--- src/include/mcoi_settings.svh ---
//----------------------------------------------------------------------
// stepper controller settings
// motor count, synchronizer depth, LED stretch length and the
// constants returned over the optical link
//----------------------------------------------------------------------

`ifndef MCOI_SETTINGS_SVH
`define MCOI_SETTINGS_SVH

// number of stepper motors served by one fiber
`define MCOI_NUM_MOTORS 16

// depth of the flop chain that brings driver status pins into the
// link clock domain
`define MCOI_SYNC_STAGES 3

// length of the step LED pulse in link clock cycles
// kept short for simulation, hardware needs a few million
`define MCOI_STEP_LED_CYCLES 8

// the feedback word must equal this key before any motor may move
`define MCOI_INTERLOCK_KEY 32'h5A5A_C3C3

// constants served on the diagnostic pages
`define MCOI_BUILD_NUMBER 32'h2201_0007
`define MCOI_UNIQUE_ID 64'h1111_2222_3333_4444

`endif

--- src/hw/mcoi_pkg.sv ---
//----------------------------------------------------------------------
// stepper controller types
// per-motor control nibble and the status nibble with its two views
//----------------------------------------------------------------------

package mcoi_pkg;

   //-------------------------------------------------------------------
   // control nibble, as received in the 64-bit motor word
   //-------------------------------------------------------------------

   // step_out sits in the top bit and boost in the bottom bit
   // all ones means the driver is deactivated and the step line idles high
   typedef struct packed {
      logic step_out;
      logic deactivate;
      logic dir;
      logic boost;
   } motor_ctrl_t;

   //-------------------------------------------------------------------
   // status nibble, as sent back in the 64-bit readback word
   //-------------------------------------------------------------------

   // decoded view used by the motor channel
   // overheat is not wired on this board and always reads 0
   // raw_switches[0] is extremity switch A, raw_switches[1] is switch B
   typedef struct packed {
      logic       overheat;
      logic       pfail;
      logic [1:0] raw_switches;
   } motor_status_fields_t;

   // the same four bits seen either as fields or as a plain nibble
   // the readback pages only ever need the nibble
   typedef union packed {
      motor_status_fields_t fields;
      logic [3:0]           raw;
   } motor_status_u;

endpackage

--- src/hw/mcoi_motor_bus_if.sv ---
//----------------------------------------------------------------------
// motor bus
// carries control, status and LED state of all motors between the link
// capture, the motor channels and the readback block
//----------------------------------------------------------------------

`include "mcoi_settings.svh"

interface mcoi_motor_bus_if;

   import mcoi_pkg::*;

   // control nibble per motor, motor 0 in the low entry
   motor_ctrl_t   [`MCOI_NUM_MOTORS-1:0] ctrl;
   // synchronized status nibble per motor
   motor_status_u [`MCOI_NUM_MOTORS-1:0] status;
   // stretched step indication per motor
   logic          [`MCOI_NUM_MOTORS-1:0] step_led;
   // high while the feedback loop is closed
   logic                                 interlock_ok;

   // the link side owns the control word and the interlock flag
   modport capture_mp (output ctrl, output interlock_ok);

   // each channel takes its control and returns its status and LED
   modport channel_mp (input ctrl, output status, output step_led);

   // the readback side only observes
   modport readback_mp (input status, input interlock_ok);

endinterface

--- src/hw/mcoi_application.sv ---
//----------------------------------------------------------------------
// stepper controller application
// receive-side top level behind the optical link, captures motor
// control, runs the motor channels and builds the readback words
//----------------------------------------------------------------------

`include "mcoi_settings.svh"

module mcoi_application (
   input  logic                        gbt_rx_clkrs,
   input  logic                        rst_n_i,
   // link frame strobe and payload
   input  logic                        rx_clken_i,
   input  logic [31:0]                 feedback_i,
   input  logic [63:0]                 motor_data_i,
   input  logic [7:0]                  page_select_i,
   // board revision straps
   input  logic [3:0]                  pcb_rev_i,
   // active-low driver status pins
   input  logic [`MCOI_NUM_MOTORS-1:0] pl_pfail_n_i,
   input  logic [`MCOI_NUM_MOTORS-1:0] pl_sw_outa_n_i,
   input  logic [`MCOI_NUM_MOTORS-1:0] pl_sw_outb_n_i,
   // driver control pins and step LEDs
   output logic [`MCOI_NUM_MOTORS-1:0] pl_clk_o,
   output logic [`MCOI_NUM_MOTORS-1:0] pl_dir_o,
   output logic [`MCOI_NUM_MOTORS-1:0] pl_en_o,
   output logic [`MCOI_NUM_MOTORS-1:0] pl_boost_o,
   output logic [`MCOI_NUM_MOTORS-1:0] step_led_o,
   // words returned over the link
   output logic [63:0]                 status_word_o,
   output logic [31:0]                 page_word_o,
   output logic                        link_led_o
);

   // shared state of all motors
   mcoi_motor_bus_if bus ();

   // interlock check and capture of the control word on each frame
   mcoi_link_capture i_link_capture (
      .gbt_rx_clkrs (gbt_rx_clkrs),
      .rst_n_i      (rst_n_i),
      .rx_clken_i   (rx_clken_i),
      .feedback_i   (feedback_i),
      .motor_data_i (motor_data_i),
      .bus          (bus.capture_mp)
   );

   //-------------------------------------------------------------------
   // motor channels, one per driver
   //-------------------------------------------------------------------

   for (genvar i = 0; i < `MCOI_NUM_MOTORS; i++) begin : g_motor
      mcoi_motor_channel i_channel (
         .gbt_rx_clkrs   (gbt_rx_clkrs),
         .rst_n_i        (rst_n_i),
         .ctrl_i         (bus.ctrl[i]),
         .pl_clk_o       (pl_clk_o[i]),
         .pl_dir_o       (pl_dir_o[i]),
         .pl_en_o        (pl_en_o[i]),
         .pl_boost_o     (pl_boost_o[i]),
         .pl_pfail_n_i   (pl_pfail_n_i[i]),
         .pl_sw_outa_n_i (pl_sw_outa_n_i[i]),
         .pl_sw_outb_n_i (pl_sw_outb_n_i[i]),
         .status_o       (bus.status[i]),
         .step_led_o     (bus.step_led[i])
      );
   end

   assign step_led_o = bus.step_led;

   // status word and diagnostic pages back towards the link
   mcoi_status_readback i_status_readback (
      .gbt_rx_clkrs  (gbt_rx_clkrs),
      .rst_n_i       (rst_n_i),
      .rx_clken_i    (rx_clken_i),
      .page_select_i (page_select_i),
      .pcb_rev_i     (pcb_rev_i),
      .bus           (bus.readback_mp),
      .status_word_o (status_word_o),
      .page_word_o   (page_word_o),
      .link_led_o    (link_led_o)
   );

endmodule

--- src/hw/mcoi_link_capture.sv ---
//----------------------------------------------------------------------
// link capture
// checks the returned feedback word against the interlock key on each
// frame and latches the motor control word, or deactivates all motors
//----------------------------------------------------------------------

`include "mcoi_settings.svh"

module mcoi_link_capture (
   input  logic                      gbt_rx_clkrs,
   input  logic                      rst_n_i,
   input  logic                      rx_clken_i,
   input  logic [31:0]               feedback_i,
   input  logic [63:0]               motor_data_i,
   mcoi_motor_bus_if.capture_mp      bus
);

   // the loop counts as closed only when the far end echoes the key
   logic key_match;

   assign key_match = (feedback_i == `MCOI_INTERLOCK_KEY);

   //-------------------------------------------------------------------
   // frame capture
   //-------------------------------------------------------------------

   // a frame is any cycle with rx_clken_i high, there is no back-pressure
   // between frames the captured word and the flag simply hold
   always_ff @(posedge gbt_rx_clkrs or negedge rst_n_i) begin
      if (!rst_n_i) begin
         // all ones deactivates every driver and parks the step line high
         bus.ctrl         <= '1;
         bus.interlock_ok <= 1'b0;
      end else if (rx_clken_i) begin
         if (key_match) begin
            // motor 0 takes the lowest nibble of the link word
            bus.ctrl         <= motor_data_i;
            bus.interlock_ok <= 1'b1;
         end else begin
            // an open loop must never let a motor step
            // so a bad key drops every motor back to the deactivated word
            bus.ctrl         <= '1;
            bus.interlock_ok <= 1'b0;
         end
      end
   end

   //-------------------------------------------------------------------
   // checks
   //-------------------------------------------------------------------

   // a frame carrying the wrong key must leave all motors deactivated
   // on the next cycle, whatever was captured before
   a_open_loop_deactivates : assert property (
      @(posedge gbt_rx_clkrs) disable iff (!rst_n_i)
      (rx_clken_i && !key_match) |=> (bus.ctrl == '1) && !bus.interlock_ok
   );

endmodule

--- src/hw/mcoi_motor_channel.sv ---
//----------------------------------------------------------------------
// motor channel
// maps one motor's control nibble to its driver pins, synchronizes the
// active-low driver status pins and stretches step pulses for the LED
//----------------------------------------------------------------------

`include "mcoi_settings.svh"

module mcoi_motor_channel (
   input  logic                  gbt_rx_clkrs,
   input  logic                  rst_n_i,
   input  mcoi_pkg::motor_ctrl_t ctrl_i,
   output logic                  pl_clk_o,
   output logic                  pl_dir_o,
   output logic                  pl_en_o,
   output logic                  pl_boost_o,
   input  logic                  pl_pfail_n_i,
   input  logic                  pl_sw_outa_n_i,
   input  logic                  pl_sw_outb_n_i,
   output mcoi_pkg::motor_status_u status_o,
   output logic                  step_led_o
);

   localparam int unsigned LED_CNT_W = $clog2(`MCOI_STEP_LED_CYCLES + 1);

   // inverted status pins, pfail on top and switch A at the bottom
   logic [2:0]                             pin_active;
   logic [`MCOI_SYNC_STAGES-1:0][2:0]      sync_q;
   logic                                   step_out_q;
   logic [LED_CNT_W-1:0]                   led_cnt;

   //-------------------------------------------------------------------
   // driver pins
   //-------------------------------------------------------------------

   // pins follow the captured word directly, so they move one cycle
   // after the frame that changed it
   // the enable pin of this driver is active low, hence deactivate
   assign pl_clk_o   = ctrl_i.step_out;
   assign pl_dir_o   = ctrl_i.dir;
   assign pl_en_o    = ctrl_i.deactivate;
   assign pl_boost_o = ctrl_i.boost;

   //-------------------------------------------------------------------
   // status synchronizer
   //-------------------------------------------------------------------

   // driver outputs are active low and asynchronous to the link clock
   assign pin_active = {~pl_pfail_n_i, ~pl_sw_outb_n_i, ~pl_sw_outa_n_i};

   // a pin change reaches the last stage after MCOI_SYNC_STAGES edges
   // reset value reads as no fault and no switch hit
   always_ff @(posedge gbt_rx_clkrs or negedge rst_n_i) begin
      if (!rst_n_i) begin
         sync_q <= '0;
      end else begin
         sync_q <= {sync_q[`MCOI_SYNC_STAGES-2:0], pin_active};
      end
   end

   always_comb begin
      status_o.fields.overheat     = 1'b0;
      status_o.fields.pfail        = sync_q[`MCOI_SYNC_STAGES-1][2];
      status_o.fields.raw_switches = sync_q[`MCOI_SYNC_STAGES-1][1:0];
   end

   //-------------------------------------------------------------------
   // step LED stretcher
   //-------------------------------------------------------------------

   // the driver steps on the falling edge of its clock pin, so that is
   // the edge shown on the LED
   // step_out idles high after reset, matching the deactivated word
   always_ff @(posedge gbt_rx_clkrs or negedge rst_n_i) begin
      if (!rst_n_i) begin
         step_out_q <= 1'b1;
         led_cnt    <= '0;
      end else begin
         step_out_q <= ctrl_i.step_out;
         if (step_out_q && !ctrl_i.step_out) begin
            // a new edge restarts the pulse even if one is running
            led_cnt <= LED_CNT_W'(`MCOI_STEP_LED_CYCLES);
         end else if (led_cnt != '0) begin
            led_cnt <= led_cnt - LED_CNT_W'(1);
         end
      end
   end

   // lit for exactly MCOI_STEP_LED_CYCLES cycles after the edge is seen
   assign step_led_o = (led_cnt != '0);

   // the reload value is the only way up, so the count stays in range
   a_led_cnt_range : assert property (
      @(posedge gbt_rx_clkrs) disable iff (!rst_n_i)
      led_cnt <= LED_CNT_W'(`MCOI_STEP_LED_CYCLES)
   );

endmodule

--- src/hw/mcoi_status_readback.sv ---
//----------------------------------------------------------------------
// status readback
// packs the synchronized motor statuses into the returned link word and
// serves one page-selected diagnostic word per frame
//----------------------------------------------------------------------

`include "mcoi_settings.svh"

module mcoi_status_readback (
   input  logic                      gbt_rx_clkrs,
   input  logic                      rst_n_i,
   input  logic                      rx_clken_i,
   input  logic [7:0]                page_select_i,
   input  logic [3:0]                pcb_rev_i,
   mcoi_motor_bus_if.readback_mp     bus,
   output logic [63:0]               status_word_o,
   output logic [31:0]               page_word_o,
   output logic                      link_led_o
);

   // pages 16 to 31 address one motor each with the low nibble
   logic        motor_page;
   logic [3:0]  motor_sel;

   assign motor_page = (page_select_i[7:4] == 4'h1);
   assign motor_sel  = page_select_i[3:0];

   //-------------------------------------------------------------------
   // returned status word
   //-------------------------------------------------------------------

   // one nibble per motor, motor 0 in the lowest bits
   // refreshed every cycle, not only on frames
   always_ff @(posedge gbt_rx_clkrs or negedge rst_n_i) begin
      if (!rst_n_i) begin
         status_word_o <= '0;
      end else begin
         for (int m = 0; m < `MCOI_NUM_MOTORS; m++) begin
            status_word_o[4*m +: 4] <= bus.status[m].raw;
         end
      end
   end

   //-------------------------------------------------------------------
   // diagnostic pages
   //-------------------------------------------------------------------

   // the selector is sampled on a frame and the answer holds until the
   // next one, so the far end always reads a stable word
   always_ff @(posedge gbt_rx_clkrs or negedge rst_n_i) begin
      if (!rst_n_i) begin
         page_word_o <= '0;
      end else if (rx_clken_i) begin
         case (page_select_i)
            // loopback, bit 31 tells the far end the loop is closed
            8'd0: page_word_o <= {bus.interlock_ok, 30'b0, 1'b1};
            8'd1: page_word_o <= `MCOI_BUILD_NUMBER;
            8'd2: page_word_o <= {28'b0, pcb_rev_i};
            8'd3: page_word_o <= 32'(`MCOI_UNIQUE_ID >> 32);
            8'd4: page_word_o <= 32'(`MCOI_UNIQUE_ID);
            default: begin
               if (motor_page) begin
                  page_word_o <= {28'b0, bus.status[motor_sel].raw};
               end else begin
                  // unused pages are easy to spot on the far end
                  page_word_o <= 32'hDEAD_BEEF;
               end
            end
         endcase
      end
   end

   // active low, lit while the interlock is closed
   assign link_led_o = ~bus.interlock_ok;

   // outside a frame the page word is frozen
   a_page_only_on_frame : assert property (
      @(posedge gbt_rx_clkrs) disable iff (!rst_n_i)
      !$past(rx_clken_i) |-> $stable(page_word_o)
   );

endmodule

--- config.mk ---
export PLATFORM = sky130hd
export DESIGN_NAME = mcoi_application
export DESIGN_NICKNAME = d
export VERILOG_FILES = /design/src/hw/mcoi_pkg.sv /design/src/hw/mcoi_motor_bus_if.sv /design/src/hw/mcoi_application.sv /design/src/hw/mcoi_link_capture.sv /design/src/hw/mcoi_motor_channel.sv /design/src/hw/mcoi_status_readback.sv
export VERILOG_INCLUDE_DIRS = /design/src /design/src/include
export SDC_FILE = /design/constraint.sdc
export NUM_CORES = 1
export LEC_CHECK = 0
export BUFFER_PORTS_ARGS = -buffer_cell sky130_fd_sc_hd__buf_2
export CAP_MARGIN = 25
export CORE_MARGIN = 8
export CORE_UTILIZATION = 38
export CTS_CLUSTER_SIZE = 20
export DETAILED_ROUTE_END_ITERATION = 10
export MAX_ROUTING_LAYER = met4
export PLACE_DENSITY = 0.66
export SYNTH_ARGS = -nofsm -noshare
export SYNTH_HDL_FRONTEND = slang
export SYNTH_SLANG_ARGS = --single-unit
--- constraint.sdc ---
create_clock -name gbt_rx_clkrs -period 1.5 [get_ports gbt_rx_clkrs]
set_clock_uncertainty 0.1 [all_clocks]
set_input_delay 0.15 -clock gbt_rx_clkrs [delete_from_list [all_inputs] [get_ports gbt_rx_clkrs]]
set_output_delay 0.15 -clock gbt_rx_clkrs [all_outputs]
set_load 0.1 [all_outputs]
# Yosys cells after proc, flatten, opt, wreduce, memory -nomap -nowiden
# Cells that the tools add are included.
# totals
mem_bits_ro,0
reg_bits,369
ramBits,0
input_bits,159
latch_bits,0
memories,0
output_inout_bits,177
# classes
n_reduce_logical,65
n_lt_le_gt_ge,1
add_sub_neg,16
div_mod_pow,0
bitwise_logic,49
muxes,38
n_shift,0
multipliers,0
n_eq_ne,6
# ops
op,count
32-bit one-hot mux with 5 select lines,1
4-bit 2-to-1 mux,33
64-bit 2-to-1 mux,1
4-bit nonzero test,16
"4-bit by 1-bit subtractor with 4-bit output, second input constant",16
1-bit inverter,49
"32-bit by 31-bit equality test with 1-bit output, second input constant",1
32-bit 2-to-1 mux,1
2-bit nonzero test,16
4-bit binary-select mux with 4-bit select,1
"8-bit by 2-bit equality test with 1-bit output, second input constant",2
1-bit logical AND,16
1-bit zero test,16
"8-bit by 1-bit equality test with 1-bit output, second input constant",1
"8-bit by 3-bit equality test with 1-bit output, second input constant",1
8-bit zero test,1
"4-bit by 5-bit < comparator with 1-bit output, second input constant",1
"4-bit by 1-bit equality test with 1-bit output, second input constant",1
1-bit 2-to-1 mux,1

# Logic depth before layout (Yosys ltp)
# logic_depth
depth_word,4
ltp_mapped,6

# Cells and area by module
# Synthesis repeated with hierarchy kept, for this count alone.
# hier_totals
hier_cells,1190
hier_area_um2,14750.4
# modules_own_cells
mod,instances,seq_area_each_um2,cells_per_inst,area_per_inst_um2
mcoi_motor_channel,16,351.6,43,545.5
mcoi_link_capture,1,1706.6,298,3011.6
mcoi_status_readback,1,1951.9,204,3010.4

# Least setup slack after synthesis
# OpenSTA, ideal clock, no wires.
# synth_timing
kind,input-to-reg
start,input page_select_i[1]
end,register i_status_readback.page_word_o[2]
arrival_time_ps,1488
setup_time_ps,147
setup_slack_ps,-236
path_buffers,1
path_stages,5
cell_sequence,buf_2 -> mux4_2 -> mux2_2 -> a221oi_1 -> a311oi_1
# synth_between
elab_chain_len,4
# synth_rtl
element,line,text
from (decl),mcoi_application.sv:16,"input logic [7:0] page_select_i,"
4-bit binary-select mux with 4-bit select,mcoi_status_readback.sv:63,"page_word_o <= {28'b0, bus.status[motor_sel].raw};"
4-bit 2-to-1 mux (not written as such),mcoi_status_readback.sv:63,
32-bit 2-to-1 mux,mcoi_status_readback.sv:62,if (motor_page) begin
32-bit one-hot mux with 5 select lines *,mcoi_status_readback.sv:54,case (page_select_i)
to (signal assigned),mcoi_status_readback.sv:56,"8'd0: page_word_o <= {bus.interlock_ok, 30'b0, 1'b1};"
to (signal assigned),mcoi_status_readback.sv:57,8'd1: page_word_o <= `MCOI_BUILD_NUMBER;
to (signal assigned),mcoi_status_readback.sv:63,
to (decl),mcoi_status_readback.sv:17,"output logic [31:0] page_word_o,"
# Mark *: on every way between the ends. The rest lies on a longest branch, timed or not. The select of a mux whose other input is x is not followed.
# A chain may end at the register's enable or synchronous reset.

# Final worst setup path
# layout_timing
start,register g_motor[4].i_channel.led_cnt[0]
end,output step_led_o[4]
# layout_between
elab_chain_len,1
# layout_rtl
element,line,text
from (decl),mcoi_motor_channel.sv:30,logic [LED_CNT_W-1:0] led_cnt;
from (signal assigned),mcoi_motor_channel.sv:82,led_cnt <= LED_CNT_W'(`MCOI_STEP_LED_CYCLES);
from (signal assigned),mcoi_motor_channel.sv:84,led_cnt <= led_cnt - LED_CNT_W'(1);
4-bit nonzero test,mcoi_motor_channel.sv:90,assign step_led_o = (led_cnt != '0);
to (decl),mcoi_application.sv:28,"output logic [`MCOI_NUM_MOTORS-1:0] step_led_o,"
# Every way passes these cells.

==> results_dict.tcl <==
set metrics [dict create \
    max-clock-path-buffers 3 \
    grt_max_degree 85 \
    grt.total_usage_pct 17.5 \
    dp.cells 1687 \
    number_of_antenna_violations_at_the_first_check_in_global_routing 5 \
    crit_path_start_kind "flop" \
    finalWorstPathRequiredPeriod_ns 1.96 \
    routed_wire_length_per_instance_um 17.7 \
    power.combinational.fraction_pct 35.3 \
    critical_path.reg2reg.endpoint "g_motor[4].i_channel.led_cnt[1]" \
    power.density_nw_per_um2 1580 \
    critical_path.max_stage_delay_ns 0.40 \
    failing_checks "negative setup slack" \
    yosys_warnings 0 \
    floorplan.die.height_um 202 \
    post_synth_inst_count 971 \
    wl_mm 35.6 \
    area_grow_syn2layout_pct 57.2 \
    synth_simple_gate_area_share_pct 6.38 \
    worst_path_max_delay_cell "or3b_4" \
    grt_first_pass_wirelength_mm 55.9 \
    worstPathArrival_ns 1.71 \
    route.detailed.drc 0 \
    peakVddDrop_uv 1310 \
    vias_in_the_first_global_route 10200 \
    cp_cell_sequence "inv_2 -> ha_4 -> or3b_4 -> buf_12" \
    worst_skew_pair.late_latency_ns 0.53 \
    overflow 0 \
    synthAdderAreaFrac_pct 3.05 \
    dr.pass1.iters 6 \
    max-slew-margin-rel_pct 66.5 \
    hold_path_depth 5 \
    filler_cells 2504 \
    synth_sequential_area_ratio_pct 67.6 \
    synthesis.area_sq_um 13100 \
    final_min_period_over_clock_period_pct 131 \
    final_wtd_congestion 0.785 \
    tightestPinTransition_ns 0.502 \
    layout-drive-gt1-share_pct 50.9 \
    finalSetupViolations 65 \
    synth_compound_gate_area_share_pct 8.03 \
    final.setup.tns_ns -5.67 \
    detailed_place_hpwl_mm 22.3 \
    clock_root_buffer_master "clkbuf_16" \
    endpoint_required_time_on_the_critical_path_ns 1.25 \
    yosys_register_bits 351 \
    seqPwrFrac_pct 35.5 \
    die_area_sq_um 40800 \
    cts_tree "built" \
    setup.worst_path.class "reg2out" \
    combinational_family_with_the_most_area_after_synthesis "buffers and inverters" \
    timing_hold_violations_final 0 \
    critPathMaxFanout 2 \
    setup_repair_after_global_routing_missed_its_margin "yes" \
    finish.instance_area_sq_um 20700 \
    synth_enable_flop_cells 0 \
    min-delay-start "page_select_i[4]" \
    static-leakage-power_nw 9.87 \
    hold_worst_path_end "i_status_readback.page_word_o[17]" \
    drv_cap 0 \
    r2r_setup_slack_ns -0.26 \
    cts_num_sinks 351 \
    muxShareOfSynthArea_pct 2.57 \
    run_status "complete, but fails checks" \
    core_region_area_sq_um 34300 \
    worst_setup_hold_path_clk_slew_ns 0.06 \
    initial_drc_count 275 \
    post-route-util_pct 60.2 \
    die_w_um 202 \
    worst_hold_slack_ns 0.0529 \
    max_freq_mhz 510 \
    fin_ws_ns -0.461 \
    r2r_start "g_motor[4].i_channel.led_cnt[0]" \
    cp-end-kind "primary output" \
    synth_flop_cell "dfrtp_1" \
    h_tree_lvls 2 \
    power_report.internal_total_mw 22.1 \
    timing.reg2reg.worst_path_depth 7 \
    route.detailed.vias_per_inst 4.57 \
    number_of_vias_in_the_routed_layout 9178 \
    holdCritPathClass "in2reg" \
    timing.final.max_slew_violations 0 \
    route.antenna.remaining_nets 0 \
    synth.avg_cell_area_sq_um 13.5 \
    power.net_switching_mw 10.6 \
    cts_buffers 38 \
    dpl-instance-area_sq_um 16400 \
    clk_pwr_share_pct 29.2 \
    port_buffers 316 \
    synth-async-reset-ratio_pct 100 \
    floorplan.io_pins 336 \
    yosys.cell_types.count 48 \
    power.switching_fraction_pct 32.5 \
    layout.cells.non_filler 2009 \
    synth_xor_area_share_pct 2.20 \
    initial_utilization_pct 38.3 \
    design.final.nets 1710 \
    std_cell_rows 68 \
]
==> registers in the layout, indices dropped and copies added (netlist names) <==
signal and cells:
i_link_capture.bus.interlock_ok 1, g_motor.i_channel.step_out_q 16, i_status_readback.status_word_o 48, i_status_readback.page_word_o 14, g_motor.i_channel.sync_q 96, g_motor.i_channel.status_o 48
i_link_capture.bus.ctrl 64, g_motor.i_channel.led_cnt 64
==> synth_stat cells, types with 3 or more instances <==
cell        n  share of area, %
nand2_1    34              0.97
a221oi_1    3              0.20
a211oi_1   19               1.1
a21oi_1    14              0.53
ha_1       32               3.0
buf_4     116               6.6
nor2_1     69               2.0
inv_1      85               2.4
buf_6       5              0.43
a31oi_1     4              0.19
nor2b_1    18              0.86
mux2i_1     9              0.69
buf_2       3              0.11
mux2_2      4              0.34
or3b_2      4              0.27
xor2_1     16               1.1
mux4_2      9               1.5
dfrtp_1   271                52
nor4bb_1    3              0.23
o22a_1     64               4.3
clkbuf_1   17              0.49
xnor2_1    17               1.1
nor3_1     13              0.50
o31ai_1     5              0.29
dfstp_2    80                16
nand3_1     3              0.11
o21ai_0     4              0.15
or3_1      16              0.76
a211o_1    13              0.87
==> repair_timing <==
item / in CTS / in global routing
hold endpoints to repair: 395 / 0
setup buffers: 89 / 42
resized for setup: 193 / 40
endpoints found under the setup margin: 162 / 163
cloned: 0 / 0
hold buffers: 116 / 0
pin swaps: 23 / 18
==> per-stage QoR <==
| step | total power [mW] | setup WS (ns) |
|---|---|---|
| after CTS | 31.7 | -0.452 |
| after floorplan | 17.3 | -0.131 |
| final | 32.7 | -0.461 |
| after global placement | 18.9 | -0.318 |
| after global routing | 34.4 | -0.512 |
| after detailed placement | 19.3 | -0.351 |
==> critical path, delay by kind of cell, from the launching register on <==
family                     cells  cell delay [ns]
and+or+nand+nor                1             0.40
buffers and inverters          2             0.27
DFF                            1             0.39
adders and majority gates      1             0.14
==> routing by layer <==
layer  wire, um  vias to the layer above  GRT usage [%]
met1      13900                     4613           19.4
met4       1030                        0           5.56
met5          0                        -              -
met2      18700                      275           30.5
met3       2010                       70           4.29
li1           -                     4220              -
==> final cells by class <==
| type | count | area, sq um | share of cell area [%] |
|---|---|---|---|
| Sequential cell | 351 | 8890 | 43.0 |
| Antenna cell | 5 | 12.5 | 0.0606 |
| Clock buffer | 50 | 1100 | 5.31 |
| Timing Repair Buffer | 631 | 6050 | 29.3 |
| Inverter | 86 | 323 | 1.56 |
| Multi-Input combinational cell | 411 | 3500 | 16.9 |
| Tap cell | 455 | 569 | 2.76 |
| Clock inverter | 20 | 216 | 1.05 |
==> layout by cell type (no fill, tap or decap), types with 6 or more instances in the layout <==
cell,n
a211o_1,13
buf_2,156
nand2_1,19
nor2b_1,18
dlygate4sd3_1,116
inv_1,52
mux4_2,9
clkinv_2,9
mux2i_1,9
or3_4,10
conb_1,19
nor2_2,8
or3_1,6
a211oi_1,15
dfrtp_1,266
nand2_4,12
xor2_1,16
dfstp_2,80
buf_12,105
clkbuf_16,39
ha_4,16
buf_6,14
a21oi_1,10
nor3_1,11
o22a_1,64
clkbuf_8,8
xnor2_1,13
nor2_1,58
ha_1,16
inv_2,33
buf_4,237
==> logic make-up after synthesis <==
kind of cell	count (synthesis)
muxes	22
xor gates and xnor gates	33
DFF	351
buffers and inverters	227
AOI/OAI and AO/OA	133
and+or+nand+nor	172
other	1
adders and majority gates	32
==> power groups by stage <==
| stage | combinational [mW] | clock, mW | sequential, mW |
|---|---|---|---|
| 2_1_floorplan | 5.16 | 0 | 12.1 |
| 5_1_grt | 12.5 | 10.2 | 11.7 |
| 4_1_cts | 10.4 | 9.79 | 11.5 |
| 3_5_place_dp | 7.62 | 0 | 11.7 |
| 6_report | 11.6 | 9.55 | 11.6 |
| 3_3_place_gp | 7.33 | 0 | 11.6 |
==> worst max-delay path by stage <==
stage / end / cells past startpoint / slack, ns / from
final: step_led_o[4] / 4 / -0.46 / g_motor[4].i_channel.led_cnt[0]
after global routing: step_led_o[6] / 4 / -0.51 / g_motor[6].i_channel.led_cnt[0]
after CTS: step_led_o[6] / 4 / -0.45 / g_motor[6].i_channel.led_cnt[1]
after detailed placement: i_link_capture.bus.ctrl[46] / 6 / -0.35 / feedback_i[16]
after global placement: i_status_readback.page_word_o[1] / 6 / -0.32 / page_select_i[1]
after floorplan: i_status_readback.page_word_o[2] / 4 / -0.13 / g_motor[15].i_channel.status_o[2]
Power figures use the tool's default switching activity.
